File: src/rtl/soc_pkg.sv
/* soc package: bus request/response structs, memory map,
   register offsets and the byte-lane merge helper */
package soc_pkg;

  // master to target, valid is a single-cycle strobe
  typedef struct packed {
    logic        valid;
    logic        write;
    logic [31:0] addr;
    logic [31:0] wdata;
    logic [3:0]  wstrb;
  } bus_req_t;

  // target to master, one cycle after the request
  typedef struct packed {
    logic        valid;
    logic        err;
    logic [31:0] rdata;
  } bus_rsp_t;

  localparam int N_TARGETS = 4;

  typedef enum logic [1:0] {
    TGT_RAM  = 2'd0,
    TGT_UART = 2'd1,
    TGT_RST  = 2'd2,
    TGT_GPIO = 2'd3
  } target_e;

  // region bases, decoded on addr[31:28]
  localparam logic [31:0] RAM_BASE  = 32'h1000_0000;
  localparam logic [31:0] UART_BASE = 32'hB000_0000;
  localparam logic [31:0] RST_BASE  = 32'hC000_0000;
  localparam logic [31:0] GPIO_BASE = 32'hD000_0000;

  // word offsets inside a region
  localparam logic [31:0] UART_TXDATA_OFS = 32'h0;
  localparam logic [31:0] UART_STATUS_OFS = 32'h4;
  localparam logic [31:0] RST_ADDR_OFS    = 32'h0;
  localparam logic [31:0] RST_RUN_OFS     = 32'h4;

  // processor start addresses, picked by the bootloader pin
  localparam logic [31:0] BOOT_ROM_ADDR  = 32'h0000_0000;
  localparam logic [31:0] BOOT_IMEM_ADDR = 32'hA000_0000;

  // replace the byte lanes of old_w selected by strb
  function automatic logic [31:0] merge_wstrb(input logic [31:0] old_w,
                                              input logic [31:0] new_w,
                                              input logic [3:0]  strb);
    logic [31:0] res;
    res = old_w;
    for (int b = 0; b < 4; b++) begin
      if (strb[b]) res[8*b +: 8] = new_w[8*b +: 8];
    end
    return res;
  endfunction

endpackage

File: src/rtl/bus_gpio.sv
/* GPIO target: 9-bit output register with read-back */
module bus_gpio (
  input  logic              clk,
  input  logic              rst_i,
  input  soc_pkg::bus_req_t req_i,
  output soc_pkg::bus_rsp_t rsp_o,
  output logic [8:0]        gpio_o
);

  logic [31:0] gpio_wr;
  logic [8:0]  gpio_q;
  logic        rsp_valid_q;
  logic [31:0] rdata_q;

  // lanes 0 and 1 cover the 9 bits, upper lanes fall away
  assign gpio_wr = soc_pkg::merge_wstrb({23'd0, gpio_q}, req_i.wdata, req_i.wstrb);

  always_ff @(posedge clk) begin
    if (rst_i) begin
      gpio_q      <= 9'd0;
      rsp_valid_q <= 1'b0;
    end else begin
      rsp_valid_q <= req_i.valid;
      if (req_i.valid && req_i.write) gpio_q <= gpio_wr[8:0];
    end
  end

  always_ff @(posedge clk) begin
    if (req_i.valid) rdata_q <= req_i.write ? 32'd0 : {23'd0, gpio_q};
  end

  assign gpio_o      = gpio_q;
  assign rsp_o.valid = rsp_valid_q;
  assign rsp_o.err   = 1'b0;
  assign rsp_o.rdata = rdata_q;

endmodule

File: config.mk
export PLATFORM = sky130hd
export DESIGN_NAME = bus_gpio
export DESIGN_NICKNAME = d
export VERILOG_FILES = /design/src/rtl/soc_pkg.sv /design/src/rtl/bus_gpio.sv
export SDC_FILE = /design/constraint.sdc
export NUM_CORES = 1
export LEC_CHECK = 0
export ABC_AREA = 1
export BUFFER_PORTS_ARGS = -buffer_cell sky130_fd_sc_hd__buf_2
export CORE_ASPECT_RATIO = 0.9
export CORE_UTILIZATION = 34
export DETAILED_ROUTE_END_ITERATION = 8
export PLACE_DENSITY = 0.95
export SKIP_LAST_GASP = 1
export SLEW_MARGIN = 25
export SYNTH_ARGS = -nofsm -noshare
export SYNTH_HDL_FRONTEND = slang
export SYNTH_SLANG_ARGS = --single-unit
File: constraint.sdc
create_clock -name clk -period 1.34 [get_ports clk]
set_clock_uncertainty 0.1 [all_clocks]
set_input_delay 0.268 -clock clk [delete_from_list [all_inputs] [get_ports clk]]
set_output_delay 0.268 -clock clk [all_outputs]
set_load 0.02 [all_outputs]
==> reports/qor.csv <==
metric,value,unit
status,finished with violations,
violations,design-rule violations,
synthAdderAreaFrac,0,%
powerDensity,1090,mW/mm^2
rsz0062_at_grt,false,
fin_nets,213,
cpLargestDelayFamily,flip-flops,
critPathCaptureType,primary output,
viasPerCell,3.76,
synth-compound-area-share,0,%
cts_buffers,3,
area_delta_synth_final,12.5,%
regArea,470,um^2
dpl.hpwl,1.09,mm
cp_slowest_cell,edfxtp_1,
clk_transition_reported_paths,100,ps
vias,632,
holdWs,56.2,ps
required,970,ps
yosysTopAreaCell,edfxtp_1,
drt-total-wl,1.37,mm
synth_most_common_cell,nor2_1,
dp_slack,236,ps
grt_pass1_wl,2.15,mm
reg2reg_from,gpio_o[0],
hold_violations,0,
yosys_warnings,0,
setup_viol,0,
dpl.cell_count,164,
fin_ws,146,ps
die_h,51.4,um
ys_ff_latch,19,
cap_violations,0,
slew_viol_final,0,
gp_congestion,0.722,
synthArstFlopShare,0,%
yosys-top-cells-count,"28 x nor2_1, 26 x buf_4, 16 x nand2_1, 10 x dfxtp_1, 10 x inv_1",
die_width,56.9,um
antenna_found_initial,0,
path_buf_inv,1,
core_area,0.00251,mm^2
netlist_instances,106,
cp-start-kind,register,
hold_buffers,0,
io_pins,115,
clockBufferDepth,2,
numPortBuffers,33,
wl_per_cell,8.17,um
initial_core_util,36.7,%
grt_use_total,9.71,%
leakage,0.584,nW
arrival,830,ps
drc_errors,9,
critPathKind,register to primary output,
synthXorXnorAreaFrac,0,%
ant_nets,0,
synth-seq-area-share,51.0,%
synthSimpleGateAreaFrac,21.7,%
critPathMaxFanout,1,
hold_start,rst_i,
drt_iter0_drc,17,
antenna_cells,0,
synth_top_area_share,29.3,%
die_area,0.00292,mm^2
num-fill-cells,275,
fmax,0.838,GHz
setup_tns,0,ps
htree_levels,1,
synth_area_leaders,"edfxtp_1 29%, dfxtp_1 22%, buf_4 21%, nor2_1 11%, nand2_1 6.5%",
drt-pass1-iter-count,6,
overflow,0,
clk_latency,290,ps
setup.worst_path.start,rdata_q[0],
synth_edf_count,9,
final_cells,168,
post_cts_buffers,0,
row_count,17,
hold_path.class,input port to register,
fin_crit_sh,89.1,%
cts.sinks,19,
irDropWorstVdd,0.261,mV
synth_area,922,um^2
synth.mux.area_fraction,0,%
cts_tree,built,
ys_types,12,
cpPeakStageDelay,370,ps
root_buffer,clkbuf_4,
crit_chain,buf_2,
finish.utilization,41.3,%
grt_pass1_vias,512,
grt_max_degree,17,
multi_input_area,290,um^2
cts_resized,0,
syn_area_per_cell,8.70,um^2
min_period,1190,ps
final_layout_size_suffix_gt1_share,29.3,%
synth_top_family_by_area,buffers and inverters,
synth_flop_cell,dfxtp_1,
## logic make-up after synthesis
group / count (synthesis)
buffers and inverters: 38
AND/OR/NAND/NOR: 48
other: 1
flip-flops: 19
## worst paths after layout
check	to	cells past startpoint	slack (ps)
setup / recovery	rsp_o[0]	1	150
hold / removal	rsp_valid_q	2	60
setup reg to reg	rdata_q[0]	2	550
hold reg to reg	gpio_o[8]	4	440
## flip-flops by register name (all words and copies together), names as in the netlist
name,count
gpio_o,9
rdata_q,9
rsp_valid_q,1
## report_power, final
group          switching [mW]  internal (mW)  leakage [nW]  total (mW)
sequential            0.00893          0.637         0.175       0.646
clock                   0.164          0.111        0.0177       0.275
combinational           0.157         0.0524         0.391       0.209
## stage by stage
step / cell area [um^2] / power (mW)
final: 1040 / 1.13
after global routing: 1040 / 1.19
after CTS: 1040 / 1.14
after detailed placement: 1010 / 0.868
after global placement: 1010 / 0.865
after floorplan: 1010 / 0.862
## cell usage in the layout, fill, tap and decap left out
| cell type | count |
|---|---|
| nor2_1 | 28 |
| nand3_1 | 1 |
| nand2_2 | 2 |
| edfxtp_1 | 9 |
| buf_2 | 33 |
| inv_1 | 10 |
| nand3_4 | 1 |
| clkbuf_4 | 3 |
| clkinv_2 | 1 |
| clkinv_1 | 1 |
| conb_1 | 24 |
| dfxtp_1 | 10 |
| buf_4 | 1 |
| nand2_1 | 16 |
## per-layer routing
layer / vias to the layer above / routed length, um / GRT usage, %
li1: 335 / - / -
met4: 0 / 16 / 6.10
met3: 2 / 143 / 2.03
met5: - / 0 / 0
met1: 256 / 581 / 11.7
met2: 39 / 632 / 15.9
## area by class of cell
| cell class | instances | area share, % |
|---|---|---|
| inverters | 11 | 3.98 |
| repair buffers | 34 | 16.6 |
| clock buffers | 3 | 2.17 |
| well taps | 28 | 3.38 |
| multi-input cells | 72 | 28.0 |
| flip-flops and latches | 19 | 45.4 |
| clock inverters | 1 | 0.483 |
No activity file was read; power rests on OpenSTA's default activity.
