==> config.mk <==
export PLATFORM = sky130hd
export DESIGN_NAME = bus_rst_ctrl
export DESIGN_NICKNAME = d
export VERILOG_FILES = /design/src/rtl/soc_pkg.sv /design/src/rtl/bus_rst_ctrl.sv
export SDC_FILE = /design/constraint.sdc
export NUM_CORES = 1
export LEC_CHECK = 0
export ABC_AREA = 0
export BUFFER_PORTS_ARGS = -buffer_cell sky130_fd_sc_hd__buf_2
export CAP_MARGIN = 30
export CORE_UTILIZATION = 45
export CTS_CLUSTER_DIAMETER = 60
export DETAILED_ROUTE_END_ITERATION = 8
export MAX_ROUTING_LAYER = met4
export PLACE_DENSITY_LB_ADDON = 0.1
export SLEW_MARGIN = 40
export SYNTH_ARGS = -nofsm -noshare
export SYNTH_HDL_FRONTEND = slang
export SYNTH_SLANG_ARGS = --single-unit
==> constraint.sdc <==
create_clock -name clk -period 5 [get_ports clk]
set_input_delay 0.75 -clock clk [delete_from_list [all_inputs] [get_ports clk]]
set_output_delay 0.75 -clock clk [all_outputs]
set_load 0.05 [all_outputs]
==> src/rtl/soc_pkg.sv <==
/* soc package: bus request/response structs, memory map,
   register offsets and the byte-lane merge helper */
package soc_pkg;

  // master to target, valid is a single-cycle strobe
  typedef struct packed {
    logic        valid;
    logic        write;
    logic [31:0] addr;
    logic [31:0] wdata;
    logic [3:0]  wstrb;
  } bus_req_t;

  // target to master, one cycle after the request
  typedef struct packed {
    logic        valid;
    logic        err;
    logic [31:0] rdata;
  } bus_rsp_t;

  localparam int N_TARGETS = 4;

  typedef enum logic [1:0] {
    TGT_RAM  = 2'd0,
    TGT_UART = 2'd1,
    TGT_RST  = 2'd2,
    TGT_GPIO = 2'd3
  } target_e;

  // region bases, decoded on addr[31:28]
  localparam logic [31:0] RAM_BASE  = 32'h1000_0000;
  localparam logic [31:0] UART_BASE = 32'hB000_0000;
  localparam logic [31:0] RST_BASE  = 32'hC000_0000;
  localparam logic [31:0] GPIO_BASE = 32'hD000_0000;

  // word offsets inside a region
  localparam logic [31:0] UART_TXDATA_OFS = 32'h0;
  localparam logic [31:0] UART_STATUS_OFS = 32'h4;
  localparam logic [31:0] RST_ADDR_OFS    = 32'h0;
  localparam logic [31:0] RST_RUN_OFS     = 32'h4;

  // processor start addresses, picked by the bootloader pin
  localparam logic [31:0] BOOT_ROM_ADDR  = 32'h0000_0000;
  localparam logic [31:0] BOOT_IMEM_ADDR = 32'hA000_0000;

  // replace the byte lanes of old_w selected by strb
  function automatic logic [31:0] merge_wstrb(input logic [31:0] old_w,
                                              input logic [31:0] new_w,
                                              input logic [3:0]  strb);
    logic [31:0] res;
    res = old_w;
    for (int b = 0; b < 4; b++) begin
      if (strb[b]) res[8*b +: 8] = new_w[8*b +: 8];
    end
    return res;
  endfunction

endpackage

==> src/rtl/bus_rst_ctrl.sv <==
/* reset/boot controller: processor start address and run flag,
   boot address defaults from the bootloader pin */
module bus_rst_ctrl (
  input  logic              clk,
  input  logic              rst_i,
  input  logic              bootloader_i,
  input  soc_pkg::bus_req_t req_i,
  output soc_pkg::bus_rsp_t rsp_o,
  output logic [31:0]       boot_addr_o,
  output logic              cpu_run_o
);

  logic        is_addr;
  logic        is_run;

  logic [31:0] boot_addr_q;
  logic        run_q;
  logic        rsp_valid_q;
  logic [31:0] rdata_q;

  assign is_addr = (req_i.addr[16:0] == soc_pkg::RST_ADDR_OFS[16:0]);
  assign is_run  = (req_i.addr[16:0] == soc_pkg::RST_RUN_OFS[16:0]);

  always_ff @(posedge clk) begin
    if (rst_i) begin
      // imem boot when the loader pin is strapped high
      boot_addr_q <= bootloader_i ? soc_pkg::BOOT_IMEM_ADDR : soc_pkg::BOOT_ROM_ADDR;
      run_q       <= 1'b0;
      rsp_valid_q <= 1'b0;
    end else begin
      rsp_valid_q <= req_i.valid;
      if (req_i.valid && req_i.write) begin
        if (is_addr) begin
          boot_addr_q <= soc_pkg::merge_wstrb(boot_addr_q, req_i.wdata, req_i.wstrb);
        end
        // run flag lives in lane 0
        if (is_run && req_i.wstrb[0]) run_q <= req_i.wdata[0];
      end
    end
  end

  // read back both registers, zero elsewhere
  always_ff @(posedge clk) begin
    if (req_i.valid) begin
      if (req_i.write)  rdata_q <= 32'd0;
      else if (is_addr) rdata_q <= boot_addr_q;
      else if (is_run)  rdata_q <= {31'd0, run_q};
      else              rdata_q <= 32'd0;
    end
  end

  assign boot_addr_o = boot_addr_q;
  assign cpu_run_o   = run_q;

  assign rsp_o.valid = rsp_valid_q;
  assign rsp_o.err   = 1'b0;
  assign rsp_o.rdata = rdata_q;

endmodule

==> flow_summary.json <==
{
  "status": "completed",
  "synth_edf_count": 64,
  "hpwl_um": 3560,
  "cts_max_path_buffers": 2,
  "yosysTopAreaCell": "edfxtp_1",
  "worstPathArrival_ns": 2.24,
  "post-synth-top-count-cell": "edfxtp_1",
  "vias": 1734,
  "critPathKind": "input pin to register",
  "cts_tree": "yes",
  "place.gp.congestion": 0.794,
  "drt_iter0_drc": 77,
  "clock_sinks": 66,
  "drt_wl_total_um": 4950,
  "final-setup-viol-count": 0,
  "grt_first_pass_wirelength_um": 7680,
  "end_kind": "register",
  "overflow": 0,
  "syn_area_per_cell_sq_um": 15.9,
  "synth_cell_type_count": 23,
  "clock_latency_ns": 0.32,
  "root_buffer": "clkbuf_8",
  "antenna_cells": 0,
  "synth_common_cells": "64 x edfxtp_1, 32 x nor2b_1, 31 x and2_2",
  "finalClockSkew_ns": 0.00555,
  "synth_top_area_share": 0.733,
  "initial_core_util": 0.470,
  "antenna_left": 0,
  "path_max_fanout": 34,
  "synthArstFlopShare": 0,
  "period_share": 0.457,
  "reg2regPathDepth": 2,
  "fmax_mhz": 437,
  "die_h_um": 78.3,
  "antenna_found_initial": 0,
  "yosysSeqAreaShare": 0.748,
  "post_cts_resized": 0,
  "design.die.area_sq_um": 6130,
  "wire_per_inst_um": 13.4,
  "rows": 27,
  "worstPathRequired_ns": 4.95,
  "worstMarginPinSlew_ns": 0.772,
  "slew_violations": 0,
  "track_usage": 0.178,
  "ios": 140,
  "rr_endpoint": "rdata_q[0]",
  "tns_ns": 0,
  "synth_area_leaders": "edfxtp_1 73%, and2_2 8.9%, nor2b_1 7.6%, dfxtp_1 1.5%, a31o_2 1.0%",
  "worstPathCellList": "buf_2 -> buf_4 -> and2_1 -> nand2_1 -> o31ai_2",
  "ys_ff_latch": 66,
  "r2r-start": "boot_addr_o[0]",
  "grt_pass1_vias": 1685,
  "syn_area_sq_um": 2620,
  "crit_path_start_kind": "input pin",
  "drc": 0,
  "drv_cap": 0,
  "min_path_type": "register to register",
  "core_sq_um": 5570,
  "rsz0062_at_grt": "no",
  "slowest_stage": "o31ai_2",
  "area_delta_synth_final_pct": 34.0,
  "peakVddDrop_v": 0.000198,
  "yosysWarnings": 0,
  "cts_inserted_buffers": 9,
  "die_w_um": 78.3,
  "slew_headroom": 0.482,
  "post_route_cells_drive_above_1_share": 0.596,
  "finalHoldViolCount": 0,
  "htree_levels": 3,
  "grt_max_degree": 40,
  "synth_cells": 165,
  "io_buffers": 123,
  "stdcell_area_sq_um": 3510,
  "powerDensity_nw_per_um2": 370,
  "slowest_delay_ns": 0.64,
  "reg2reg_slack_ns": 4.11,
  "synth_fp_nets": 238,
  "postCtsSetupRepairBufs": 0,
  "p_leak_nw": 1.55,
  "drt_first_pass_iters": 4,
  "place_area_sq_um": 3300,
  "period_minus_slack_ns": 2.29,
  "path_clk_slew_ns": 0.07,
  "synth_flop_cell": "edfxtp_1",
  "holdPathEnd": "rdata_q[5]",
  "holdPathStages": 1,
  "nets": 365,
  "viasPerCell": 4.70,
  "ctsHoldBuffers": 0,
  "hold_path_startpoint": "boot_addr_o[5]"
}
[per-stage QoR]
step	setup slack, ns	hold slack [ns]	power (mW)	instances	util
floorplan	2.60	0.862	0.783	165	-
global placement	2.11	0.539	0.840	353	0.591
detailed placement	2.37	0.542	0.843	353	0.592
CTS	2.70	0.558	1.31	369	0.630
global route	2.55	0.576	1.34	369	0.630
finish	2.71	0.555	1.30	369	0.630
[routing by layer]
metal  up-vias  part of all wire  track usage
met4         0            0.0093       0.0833
met2        83              0.52        0.290
li1        835                 -            -
met3         4             0.085       0.0663
met1       812              0.38        0.193
met5         -                 0            -
[worst max-delay path: cells and delay by family]
family	cells	cell delay (ns)
simple gates	2	0.39
buf+inv	2	0.45
compound gates	1	0.64
[state kept, by name, indices dropped and copies added (netlist names)]
| register | count |
|---|---|
| cpu_run_o | 1 |
| boot_addr_o | 32 |
| rdata_q | 32 |
| rsp_valid_q | 1 |
[worst max-delay path by stage]
stage | cells after the start | from | slack [ns] | to
2_1_floorplan | 3 | req_i[43] | 2.60 | boot_addr_o[0]
3_3_place_gp | 5 | req_i[69] | 2.11 | boot_addr_o[3]
3_5_place_dp | 5 | req_i[69] | 2.37 | boot_addr_o[2]
4_1_cts | 5 | req_i[69] | 2.70 | boot_addr_o[0]
5_1_grt | 4 | req_i[43] | 2.55 | boot_addr_o[0]
6_report | 5 | req_i[69] | 2.71 | boot_addr_o[0]
[power breakdown]
group	internal, mW	switching [mW]	total [mW]
combinational	0.0442	0.138	0.182
clock	0.280	0.192	0.473
sequential	0.636	0.00992	0.646
total	0.961	0.340	1.30
[cell usage in the layout (no fill, tap or decap), types with 3 or more instances in the layout]
cell type and instances:
and2_2 31, a31o_2 3, edfxtp_1 64, nor4_1 4, inv_1 3, buf_2 123, clkbuf_8 9, nor2b_1 32
[kinds of logic after synthesis]
group	after synthesis	synth area share
simple gates	78	0.204
flops	66	0.748
buf+inv	12	0.0215
compound gates	6	0.0167
mux	2	0.00811
other cells	1	0.00143
[area by class of cell]
cell class | instances | area (sq um)
clock inverter | 5 | 78.8
timing repair buffer | 125 | 631
fill | 467 | 2060
inverter | 3 | 11.3
sequential | 66 | 1960
clock buffer | 11 | 131
multi-input combinational | 87 | 608
tap | 72 | 90.1
Power figures use the tool's default switching activity.
