$ cat src/rtl/soc_pkg.sv
/* soc package: bus request/response structs, memory map,
   register offsets and the byte-lane merge helper */
package soc_pkg;

  // master to target, valid is a single-cycle strobe
  typedef struct packed {
    logic        valid;
    logic        write;
    logic [31:0] addr;
    logic [31:0] wdata;
    logic [3:0]  wstrb;
  } bus_req_t;

  // target to master, one cycle after the request
  typedef struct packed {
    logic        valid;
    logic        err;
    logic [31:0] rdata;
  } bus_rsp_t;

  localparam int N_TARGETS = 4;

  typedef enum logic [1:0] {
    TGT_RAM  = 2'd0,
    TGT_UART = 2'd1,
    TGT_RST  = 2'd2,
    TGT_GPIO = 2'd3
  } target_e;

  // region bases, decoded on addr[31:28]
  localparam logic [31:0] RAM_BASE  = 32'h1000_0000;
  localparam logic [31:0] UART_BASE = 32'hB000_0000;
  localparam logic [31:0] RST_BASE  = 32'hC000_0000;
  localparam logic [31:0] GPIO_BASE = 32'hD000_0000;

  // word offsets inside a region
  localparam logic [31:0] UART_TXDATA_OFS = 32'h0;
  localparam logic [31:0] UART_STATUS_OFS = 32'h4;
  localparam logic [31:0] RST_ADDR_OFS    = 32'h0;
  localparam logic [31:0] RST_RUN_OFS     = 32'h4;

  // processor start addresses, picked by the bootloader pin
  localparam logic [31:0] BOOT_ROM_ADDR  = 32'h0000_0000;
  localparam logic [31:0] BOOT_IMEM_ADDR = 32'hA000_0000;

  // replace the byte lanes of old_w selected by strb
  function automatic logic [31:0] merge_wstrb(input logic [31:0] old_w,
                                              input logic [31:0] new_w,
                                              input logic [3:0]  strb);
    logic [31:0] res;
    res = old_w;
    for (int b = 0; b < 4; b++) begin
      if (strb[b]) res[8*b +: 8] = new_w[8*b +: 8];
    end
    return res;
  endfunction

endpackage

$ cat src/rtl/bus_xbar.sv
/* bus crossbar: routes each request to one target by address and
   returns its response a cycle later, erroring on unmapped space */
module bus_xbar (
  input  logic               clk,
  input  logic               rst_i,
  input  soc_pkg::bus_req_t  req_i,
  output soc_pkg::bus_rsp_t  rsp_o,
  output soc_pkg::bus_req_t  tgt_req_o [soc_pkg::N_TARGETS],
  input  soc_pkg::bus_rsp_t  tgt_rsp_i [soc_pkg::N_TARGETS]
);

  soc_pkg::target_e sel;
  logic             hit;

  // selection remembered for the response cycle
  soc_pkg::target_e sel_q;
  logic             unmap_q;

  // region decode on the top nibble
  always_comb begin
    sel = soc_pkg::TGT_RAM;
    hit = 1'b1;
    case (req_i.addr[31:28])
      soc_pkg::RAM_BASE[31:28]:  sel = soc_pkg::TGT_RAM;
      soc_pkg::UART_BASE[31:28]: sel = soc_pkg::TGT_UART;
      soc_pkg::RST_BASE[31:28]:  sel = soc_pkg::TGT_RST;
      soc_pkg::GPIO_BASE[31:28]: sel = soc_pkg::TGT_GPIO;
      default:                   hit = 1'b0;
    endcase
  end

  // fan out, only the chosen target sees the strobe
  always_comb begin
    for (int i = 0; i < soc_pkg::N_TARGETS; i++) begin
      tgt_req_o[i]       = req_i;
      tgt_req_o[i].valid = req_i.valid & hit & (sel == soc_pkg::target_e'(i));
    end
  end

  always_ff @(posedge clk) begin
    if (rst_i) begin
      sel_q   <= soc_pkg::TGT_RAM;
      unmap_q <= 1'b0;
    end else begin
      // hold the last target when idle, its rsp valid is low anyway
      if (req_i.valid && hit) sel_q <= sel;
      unmap_q <= req_i.valid & ~hit;
    end
  end

  // response mux, error beat generated locally
  always_comb begin
    if (unmap_q) begin
      rsp_o.valid = 1'b1;
      rsp_o.err   = 1'b1;
      rsp_o.rdata = 32'd0;
    end else begin
      rsp_o = tgt_rsp_i[sel_q];
    end
  end

endmodule

$ cat config.mk
export PLATFORM = sky130hd
export DESIGN_NAME = bus_xbar
export DESIGN_NICKNAME = d
export VERILOG_FILES = /design/src/rtl/soc_pkg.sv /design/src/rtl/bus_xbar.sv
export SDC_FILE = /design/constraint.sdc
export NUM_CORES = 1
export LEC_CHECK = 0
export BUFFER_PORTS_ARGS = -buffer_cell sky130_fd_sc_hd__clkbuf_2
export CORE_AREA = 2 2 205 207
export CTS_BUF_LIST = sky130_fd_sc_hd__clkbuf_8
export DETAILED_ROUTE_END_ITERATION = 6
export DIE_AREA = 0 0 207 209
export PLACE_DENSITY = 0.3
export SYNTH_ARGS = -nofsm -noshare
export SYNTH_HDL_FRONTEND = slang
export SYNTH_SLANG_ARGS = --single-unit
$ cat constraint.sdc
create_clock -name clk -period 2.33 [get_ports clk]
set_input_delay 0.466 -clock clk [delete_from_list [all_inputs] [get_ports clk]]
set_output_delay 0.466 -clock clk [all_outputs]
set_load 0.005 [all_outputs]
==> Implementation_results.wiki <==
{| class="wikitable"
! Metric !! Value
|-
| Routed WL per cell || 11.9 um
|-
| Outcome || complete, no violations
|-
| Share of the yosys chip area belonging to registers || 1.80%
|-
| Area contributors post-synth || sky130_fd_sc_hd__buf_4 (62%), sky130_fd_sc_hd__mux4_2 (23%), sky130_fd_sc_hd__nor2b_1 (6.4%)
|-
| Total setup violations reported at the end of the flow || 0
|-
| Die Height || 209 um
|-
| Combined area of the multi-input logic cells || 1110 um2
|-
| Fraction of synthesis flops using an asynchronous set or reset pin || 0%
|-
| PostCTS Resize Cnt || 0
|-
| Net count after synthesis || 593
|-
| Count of flip-flops with a built-in enable after synthesis || 0
|-
| Area inside the core boundary || 41300 um2
|-
| Overall overflow remaining after global route || 0
|-
| Actual slew at the worst max-slew pin || 0.409 ns
|-
| Post-layout min period || 2.16 ns
|-
| Number of search-and-repair iterations in the first detailed-routing pass || 4
|-
| I/O pin count || 522
|-
| Via count of the routed design || 1994
|-
| Clock transition at path regs || 0.03 ns
|-
| Max Cap Viol || 0
|-
| Delay of the slowest cell on the worst path || 0.52 ns
|-
| TritonCTS clock tree || done
|-
| Largest driver fanout on the critical path || 11
|-
| Post-synthesis cell area || 3340 um2
|-
| Number of antenna violations at the first check in global routing || 0
|-
| Pleak || 1.26 nW
|-
| Setup TNS || 0 ns
|-
| Placement Rows || 75
|-
| Half-perimeter wire length after detailed placement || 8980 um
|-
| Final critical-path setup slack || 0.174 ns
|-
| Skew-Pair Late Insertion Delay || 0.22 ns
|-
| Total global routing track utilization || 4.32%
|-
| Number of different library cells in the post-synthesis netlist || 24
|-
| Required @ worst endpoint || 1.86 ns
|-
| Quantity of I/O buffers inserted on ports || 196
|-
| Synth top area share || 62.1%
|-
| Number of filler instances in the final layout || 4864
|-
| Via count normalized by instance count || 2.35
|-
| H-tree level count || 1
|-
| Post-route ant nets || 0
|-
| Average cell area after synthesis || 8.67 um2
|-
| Cts-stage hold buffer count || 0
|-
| Maximum clock skew at final layout || 0 ns
|-
| Most used flip-flop cell after synthesis || sky130_fd_sc_hd__dfxtp_1
|-
| Post-synthesis instance total || 385
|-
| Slew HR || 72.8%
|-
| Max-slew violation total from the final report || 0
|-
| Pin count of the biggest net entering global routing || 35
|-
| Cell with the largest stage delay on the worst path || sky130_fd_sc_hd__mux4_2
|-
| Maximum buffer depth of the clock tree || 2
|-
| Post-CTS setup buffer count || 0
|-
| Peak Freq || 464 MHz
|-
| Aggregate routed wire length || 10100 um
|-
| CTS Root Cell || sky130_fd_sc_hd__clkbuf_8
|-
| Area growth, synth to finish || -10.2%
|-
| Worst Setup Start Kind || flop
|-
| Placement-stage worst setup slack || 0.255 ns
|-
| RSZ-0062 raised after global routing || false
|-
| First-pass GRT wire length || 14200 um
|-
| Cell Chain, Critical Path || buf_12 -> mux4_2 -> nor2b_1 -> clkbuf_2
|-
| Worst min-delay path class || primary input to flop
|-
| Top cells by instance count after synthesis || sky130_fd_sc_hd__buf_4 (276), sky130_fd_sc_hd__mux4_2 (34), sky130_fd_sc_hd__nor2b_1 (34)
|-
| Number of design-rule violations left by the first detailed-router iteration || 90
|-
| Final routed DRC violation total || 0
|-
| Total number of yosys warnings || 0
|-
| Overall power of the completed layout || 0.000619 W
|-
| Total area of sequential cells || 65.1 um2
|-
| Worst vdd ir || 0.0799 mV
|-
| Proportion of layout cells with a drive suffix above 1 || 79.9%
|-
| Horizontal die dimension || 207 um
|-
| Final count of hold timing violations || 0
|-
| Die area || 43300 um2
|-
| Clock sink total || 3
|-
| Initial Util || 8.08%
|-
| Synth area leader || sky130_fd_sc_hd__buf_4
|-
| Critical path class || flop to primary output
|-
| Library cell with the highest instance count after synthesis || sky130_fd_sc_hd__buf_4
|-
| Number of buffers created by CTS || 3
|-
| Critical path capture point type || primary output
|-
| Number of global-route vias before repair || 2179
|-
| Final RePlAce weighted congestion || 0.708
|-
| Number of flip-flops and latches in the synthesized netlist || 3
|-
| P per Cell Area || 207 nW/um2
|-
| CP Data Arrival Time || 1.69 ns
|-
| Number of antenna repair diodes || 0
|-
| Final Cycle Share || 92.5%
|-
| Number of nets in the final layout || 517
|}
[cells in the final DEF, fill, tap and decap left out]
master,synthesis,routed
sky130_fd_sc_hd__clkbuf_2,0,196
sky130_fd_sc_hd__mux4_2,34,34
sky130_fd_sc_hd__nor2b_1,34,34
sky130_fd_sc_hd__buf_4,276,9
sky130_fd_sc_hd__inv_1,4,5
sky130_fd_sc_hd__clkbuf_8,0,3
sky130_fd_sc_hd__or2_1,2,2
sky130_fd_sc_hd__nand2b_1,2,2
sky130_fd_sc_hd__nand2_1,2,2
sky130_fd_sc_hd__nand3_1,2,2
sky130_fd_sc_hd__nor2_1,2,2
sky130_fd_sc_hd__a21oi_1,2,2
sky130_fd_sc_hd__buf_12,0,2
sky130_fd_sc_hd__nor4_1,1,1
sky130_fd_sc_hd__nor3_1,1,1
sky130_fd_sc_hd__o21ai_0,1,1
sky130_fd_sc_hd__o311ai_0,1,1
sky130_fd_sc_hd__o22ai_1,1,1
sky130_fd_sc_hd__xor2_1,1,1
sky130_fd_sc_hd__a41oi_1,1,1
sky130_fd_sc_hd__a211oi_1,1,1
sky130_fd_sc_hd__o31ai_1,1,1
sky130_fd_sc_hd__a21o_1,1,1
sky130_fd_sc_hd__dfxtp_4,0,1
sky130_fd_sc_hd__dfxtp_2,0,1
sky130_fd_sc_hd__dfxtp_1,3,1
[report_power, final]
group / internal, W / total (W) / switching, W
Clock: 0.000112 / 0.000148 / 0.0000357
Combinational: 0.000252 / 0.000413 / 0.000161
Sequential: 0.0000538 / 0.0000588 / 0.00000499
Total: 0.000418 / 0.000619 / 0.000201
[critical path, delay by kind of cell, from the launching register on]
family / cells / cell delay [ns]
mux: 1 / 0.52
flops: 1 / 0.46
buf+inv: 2 / 0.32
simple gates: 1 / 0.15
[final timing paths]
path | start | endpoint | slack, ns | depth (start not counted)
max | sel_q[0]$_SDFFE_PP0P_ | rsp_o[9] | 0.17 | 4
min | rst_i | sel_q[1]$_SDFFE_PP0P_ | 0.45 | 2
max reg2reg | sel_q[0]$_SDFFE_PP0P_ | sel_q[0]$_SDFFE_PP0P_ | 1.47 | 2
min reg2reg | sel_q[1]$_SDFFE_PP0P_ | sel_q[1]$_SDFFE_PP0P_ | 0.49 | 2
[metal layers]
metal,track usage [%],vias to the layer above,share of wire [%]
li1,-,833,-
met1,4.01,872,32
met2,6.91,232,46
met3,3.29,57,17
met4,2.24,0,5.2
met5,0,-,0
[logic make-up (layout without fill, tap and decap cells)]
kind of cell    after synthesis  after routing  synth area share [%]
xor+xnor                      1              1                 0.263
buf+inv                     292            215                  64.9
flops                         3              3                  1.80
simple gates                 46             46                  8.21
compound gates                9              9                  1.84
mux                          34             34                  22.9
[per-stage QoR]
step	util, %	cell area [um2]	hold slack (ns)	cells
6_report	7.26	3000	0.449	847
5_1_grt	7.26	3000	0.444	847
4_1_cts	7.25	3000	0.453	847
3_5_place_dp	7.15	2950	0.494	843
3_3_place_gp	7.15	2950	0.495	843
2_1_floorplan	-	3340	0.535	385
[state kept, by name (all words and copies together) (netlist names)]
signal and cells:
sel_q 2, unmap_q 1
[cell type report]
class,count,area share [%]
Sequential cell,3,2.17
Multi-Input combinational cell,90,37.0
Tap cell,539,22.5
Timing Repair Buffer,207,36.3
Clock buffer,3,1.38
Inverter,4,0.501
Clock inverter,1,0.125
Note: power is estimated with default switching activity, not from simulation.
