**src/rtl/soc_pkg.sv**
```systemverilog
/* soc package: bus request/response structs, memory map,
   register offsets and the byte-lane merge helper */
package soc_pkg;

  // master to target, valid is a single-cycle strobe
  typedef struct packed {
    logic        valid;
    logic        write;
    logic [31:0] addr;
    logic [31:0] wdata;
    logic [3:0]  wstrb;
  } bus_req_t;

  // target to master, one cycle after the request
  typedef struct packed {
    logic        valid;
    logic        err;
    logic [31:0] rdata;
  } bus_rsp_t;

  localparam int N_TARGETS = 4;

  typedef enum logic [1:0] {
    TGT_RAM  = 2'd0,
    TGT_UART = 2'd1,
    TGT_RST  = 2'd2,
    TGT_GPIO = 2'd3
  } target_e;

  // region bases, decoded on addr[31:28]
  localparam logic [31:0] RAM_BASE  = 32'h1000_0000;
  localparam logic [31:0] UART_BASE = 32'hB000_0000;
  localparam logic [31:0] RST_BASE  = 32'hC000_0000;
  localparam logic [31:0] GPIO_BASE = 32'hD000_0000;

  // word offsets inside a region
  localparam logic [31:0] UART_TXDATA_OFS = 32'h0;
  localparam logic [31:0] UART_STATUS_OFS = 32'h4;
  localparam logic [31:0] RST_ADDR_OFS    = 32'h0;
  localparam logic [31:0] RST_RUN_OFS     = 32'h4;

  // processor start addresses, picked by the bootloader pin
  localparam logic [31:0] BOOT_ROM_ADDR  = 32'h0000_0000;
  localparam logic [31:0] BOOT_IMEM_ADDR = 32'hA000_0000;

  // replace the byte lanes of old_w selected by strb
  function automatic logic [31:0] merge_wstrb(input logic [31:0] old_w,
                                              input logic [31:0] new_w,
                                              input logic [3:0]  strb);
    logic [31:0] res;
    res = old_w;
    for (int b = 0; b < 4; b++) begin
      if (strb[b]) res[8*b +: 8] = new_w[8*b +: 8];
    end
    return res;
  endfunction

endpackage

```
**src/rtl/bus_uart_tx.sv**
```systemverilog
/* UART transmit target: 8N1 serializer behind a data register
   and a busy status register */
module bus_uart_tx #(
  parameter int CLKS_PER_BIT = 8
) (
  input  logic              clk,
  input  logic              rst_i,
  input  soc_pkg::bus_req_t req_i,
  output soc_pkg::bus_rsp_t rsp_o,
  output logic              uart_tx_o
);

  localparam int CW = $clog2(CLKS_PER_BIT + 1);

  logic          is_txdata;
  logic          is_status;
  logic          tx_start;

  logic          busy_q;
  // stop, data lsb first, start; shifts out of bit 0
  logic [9:0]    frame_q;
  logic [CW-1:0] clk_cnt_q;
  logic [3:0]    bit_cnt_q;

  logic          rsp_valid_q;
  logic          rsp_err_q;
  logic [31:0]   rdata_q;

  assign is_txdata = (req_i.addr[16:0] == soc_pkg::UART_TXDATA_OFS[16:0]);
  assign is_status = (req_i.addr[16:0] == soc_pkg::UART_STATUS_OFS[16:0]);

  // byte accepted only when the line is free
  assign tx_start = req_i.valid & req_i.write & is_txdata & ~busy_q;

  always_ff @(posedge clk) begin
    if (rst_i) begin
      busy_q    <= 1'b0;
      frame_q   <= '1;
      clk_cnt_q <= '0;
      bit_cnt_q <= '0;
    end else if (tx_start) begin
      busy_q    <= 1'b1;
      frame_q   <= {1'b1, req_i.wdata[7:0], 1'b0};
      clk_cnt_q <= '0;
      bit_cnt_q <= '0;
    end else if (busy_q) begin
      if (clk_cnt_q == CW'(CLKS_PER_BIT - 1)) begin
        clk_cnt_q <= '0;
        // shift in ones so the line idles high
        frame_q   <= {1'b1, frame_q[9:1]};
        if (bit_cnt_q == 4'd9) busy_q <= 1'b0;
        else                   bit_cnt_q <= bit_cnt_q + 4'd1;
      end else begin
        clk_cnt_q <= clk_cnt_q + CW'(1);
      end
    end
  end

  assign uart_tx_o = frame_q[0];

  // response: busy refusal flagged, status reads busy
  always_ff @(posedge clk) begin
    if (rst_i) begin
      rsp_valid_q <= 1'b0;
      rsp_err_q   <= 1'b0;
    end else begin
      rsp_valid_q <= req_i.valid;
      rsp_err_q   <= req_i.valid & req_i.write & is_txdata & busy_q;
    end
  end

  always_ff @(posedge clk) begin
    if (req_i.valid) begin
      if (!req_i.write && is_status) rdata_q <= {31'd0, busy_q};
      else                           rdata_q <= 32'd0;
    end
  end

  assign rsp_o.valid = rsp_valid_q;
  assign rsp_o.err   = rsp_err_q;
  assign rsp_o.rdata = rdata_q;

endmodule

```
**config.mk**
```make
export PLATFORM = sky130hd
export DESIGN_NAME = bus_uart_tx
export DESIGN_NICKNAME = d
export VERILOG_FILES = /design/src/rtl/soc_pkg.sv /design/src/rtl/bus_uart_tx.sv
export SDC_FILE = /design/constraint.sdc
export NUM_CORES = 1
export LEC_CHECK = 0
export BUFFER_PORTS_ARGS = -buffer_cell sky130_fd_sc_hd__buf_2
export CORE_AREA = 2 2 65 67
export DETAILED_ROUTE_END_ITERATION = 10
export DIE_AREA = 0 0 67 69
export PLACE_DENSITY_LB_ADDON = 0.2
export SYNTH_ARGS = -nofsm -noshare
export SYNTH_HDL_FRONTEND = slang
export SYNTH_SLANG_ARGS = --single-unit
```
**constraint.sdc**
```tcl
create_clock -name clk -period 1.3 [get_ports clk]
set_input_delay 0.13 -clock clk [delete_from_list [all_inputs] [get_ports clk]]
set_output_delay 0.13 -clock clk [all_outputs]
set_load 0.01 [all_outputs]
```
==> impl_results.md <==
- Core Region: around 3900 µm²
- Clock power share: 0.356
- Cell Pwr Density: 739 nW/µm²
- Yosys top cell area share: 0.305
- Mapped Area: approximately 1300 µm²
- Final nets: 270
- Syn Area/Cell: 8.82 µm²
- Std-Cell Rows: 23
- CTS max path bufs: 2
- Grt peak-use layer: met2
- Final wirelength: around 2600 µm
- Proportion of synthesized area in mux cells: 0.0610
- Final setup margin: -17.7 ps
- DR vias: roughly 1100
- Final setup vio count: 3
- Worst hold path stage count: 1
- Setup_tns: -44.3 ps
- Path depth of the worst reg2reg path: 6
- Iteration-0 DRC Markers: 30
- Ant. Diodes: 0
- Hold Path Class: input pin to flop
- Comb pwr share: 0.109
- Io pins: 107
- Req. time, crit path: approximately 1500 ps
- Hold_buf cts: 0
- Switching fraction of total power: 0.254
- Worst r2r src: clk_cnt_q[0]$_SDFFE_PP0P_
- Sequential power share: 0.534
- Peak supply drop: around 0.00034 V
- Register area: ~440 µm²
- Worst r2r dst: bit_cnt_q[1]$_SDFFE_PP0P_
- DRC viols: 0
- Crit Path Class: flop to flop
- FF+latch count, synth: 21
- Clk_skew: 3.10 ps
- Area growth syn-to-layout: 25.3%
- H-tree depth: 1
- Detailed placement HPWL: 2000 µm
- Share of layout cells above drive strength 1: 0.376
- Largest family of logic cells by synthesized area: simple AND/OR/NAND/NOR gates
- Grt met1 use: 0.149
- Worst path max stage delay: ~360 ps
- Congestion Overflow GR: 0
- Core Util, Final: 0.421
- Initial antenna violation count: 0
- Fillers: roughly 410
- Post-Synthesis Cells: between 100 and 150
- Largest area contributor in the synthesized netlist: dfxtp_1
- Overall Global Routing Usage: 0.124
- Clk_lat worst skew: between 200 and 300 ps
- Root Driver: clkbuf_8
- Commonest non-fill, non-tap cell in the layout: buf_2
- Ys Warns: 0
- Final Critical Period: about 1300 ps
- Final hold violations: 0
- Violated checks: negative setup slack
- Worst setup EP type: flop
- Met3 Use GR: 0.00979
- Post-synthesis simple-gate area fraction: 0.281
- Die extent in x: 67 µm
- Pint: 908 µW
- Post-Synth XOR/XNOR Area: 0.0200
- CTS Buf Count: 3
- Port Buf Inserts: 32
- Most frequent cells in the layout: buf_2, conb_1, nand2_1, dfxtp_1, buf_4
- Top post-synthesis cells by area: dfxtp_1, buf_4, mux2i_1
- TritonCTS clock tree: built
- Pins Over Slew Limit: 0
- Synth cell types: 40
- Post-DR vias/cell: roughly 4.3
- Final Hold Slack: 96.8 ps
- Compound-Gate Fraction of Synth Area: 0.0524
- Post-route ant nets: 0
- RSZ-0062 raised after global routing: true
- Die H: slightly below 70 µm
- GR met2 Demand/Resource: 0.213
- Status: complete, but fails checks
- Start point of the critical path: clk_cnt_q[0]$_SDFFE_PP0P_
- DR WL/cell: ~11 µm
- Worst Path Max Fanout: 4
- GP Congestion: 0.760
- Leakage: between 0.0008 and 0.0009 µW
- Vias in the first global route: roughly 1000
- Max Fclk: ~760 MHz
- Final Cycle Share: 1.01
- Crit path DAT: 1460 ps
- Die ar.: between 4000 and 5000 µm²
- Clock sink count: 21
- Initial Utilization: 0.336
- Drt first pass iters: 4
- Sequential share of the synthesized area: 0.328
- Adder-cell share of the synthesized area: 0.0286
- Clock transition at path regs: around 80 ps
- Startpoint types: flop
- First-pass GRT wire length: roughly 4500 µm
- Multi-input gate area: 774 µm²
- R2R setup slack: -20 ps
- CP Cell Sequence: ha_4 > buf_4 > nand4b_4 > nor2_4 > nor2_1 > a2111oi_0
- Slowest-stage cell, CP: dfxtp_2
- Pin count of the biggest net entering global routing: 15
- # Max-Cap Violations: 0
- Worst setup path end: bit_cnt_q[1]$_SDFFE_PP0P_
- Sw power: approximately 310 µW
-- kinds of logic after synthesis --
kind of cell	Yosys count
buffers and inverters	41
other	1
DFF	21
and+or+nand+nor	62
adders and majority gates	3
muxes	8
xor gates and xnor gates	3
AOI/OAI and AO/OA	10
-- routing by layer --
metal	vias to the layer above	share of wire
li1	537	-
met1	479	0.44
met2	33	0.49
met3	5	0.040
met4	0	0.023
met5	-	0
-- flip-flops by register name, summed over array words and instances, names as in the netlist --
name	cells
rsp_err_q	1
busy_q	1
frame_q	9
rdata_q	1
bit_cnt_q	4
rsp_valid_q	1
clk_cnt_q	4
-- cell type report --
| cell class | count | share of cell area |
|---|---|---|
| Sequential cell | 21 | 0.265 |
| Multi-Input combinational cell | 117 | 0.470 |
| Inverter | 3 | 0.00684 |
| Timing Repair Buffer | 49 | 0.191 |
| Tap cell | 50 | 0.0380 |
| Clock buffer | 3 | 0.0251 |
| Clock inverter | 1 | 0.00304 |
-- synthesized netlist by cell type --
| cell type | instances |
|---|---|
| inv_1 | 3 |
| nor3b_1 | 1 |
| o41ai_1 | 1 |
| xnor2_1 | 2 |
| and3b_1 | 2 |
| and4b_1 | 1 |
| nand4_2 | 1 |
| o22ai_1 | 1 |
| xor2_1 | 1 |
| conb_1 | 1 |
| a2111oi_0 | 1 |
| nand2_1 | 19 |
| nor2_2 | 1 |
| nand3b_1 | 1 |
| nor2b_1 | 1 |
| nand4b_2 | 1 |
| nor4_1 | 1 |
| edfxtp_1 | 1 |
| or3_1 | 1 |
| nor2_1 | 10 |
| buf_8 | 1 |
| and3_1 | 8 |
| buf_4 | 33 |
| nor4_2 | 4 |
| o2111ai_1 | 1 |
| nor3_1 | 5 |
| nand4_1 | 2 |
| nor3_4 | 1 |
| ha_1 | 3 |
| nand3_1 | 1 |
| nand2b_1 | 1 |
| a211oi_1 | 1 |
| buf_6 | 1 |
| a21oi_1 | 2 |
| mux2i_1 | 8 |
| a311oi_1 | 1 |
| o21ai_0 | 2 |
| clkbuf_1 | 2 |
| buf_2 | 1 |
| dfxtp_1 | 20 |
-- worst min-delay path by stage --
stage	slack [ps]	to	start
3_5_place_dp	360	rdata_q[0]$_SDFFCE_PN0P_	req_i[69]
2_1_floorplan	240	rdata_q[0]$_SDFFCE_PN0P_	req_i[69]
5_1_grt	90	rdata_q[0]$_SDFFCE_PN0P_	req_i[69]
6_report	100	rdata_q[0]$_SDFFCE_PN0P_	req_i[69]
3_3_place_gp	360	rdata_q[0]$_SDFFCE_PN0P_	req_i[69]
4_1_cts	90	rdata_q[0]$_SDFFCE_PN0P_	req_i[69]
-- power groups by stage --
stage	clock, µW	sequential (µW)	combinational [µW]
4_1_cts	449	650	132
3_3_place_gp	0	666	130
2_1_floorplan	0	666	138
5_1_grt	485	651	148
3_5_place_dp	0	666	132
6_report	434	650	133
-- what timing repair did --
item	in CTS	in global routing
setup endpoints to repair	10	14
pin swaps	5	2
gates resized for setup	9	6
setup buffers	2	0
-- per-stage QoR --
step | setup WS, ps | cells | power, µW | instance area [µm²]
after floorplan | -40.1 | 179 | 805 | 1490
after global placement | -78.2 | 238 | 795 | 1550
after detailed placement | -94.9 | 238 | 798 | 1550
after CTS | -44.9 | 244 | 1230 | 1630
after global routing | -157 | 244 | 1280 | 1650
final | -17.7 | 244 | 1220 | 1650
-- worst max-delay path: cells and delay by family (launching register included) --
kind | cells | cell delay [ps]
DFF | 1 | 360
and+or+nand+nor | 3 | 340
AOI/OAI and AO/OA | 1 | 250
adders and majority gates | 1 | 140
buffers and inverters | 1 | 110
(Power assumes the default switching activity.)
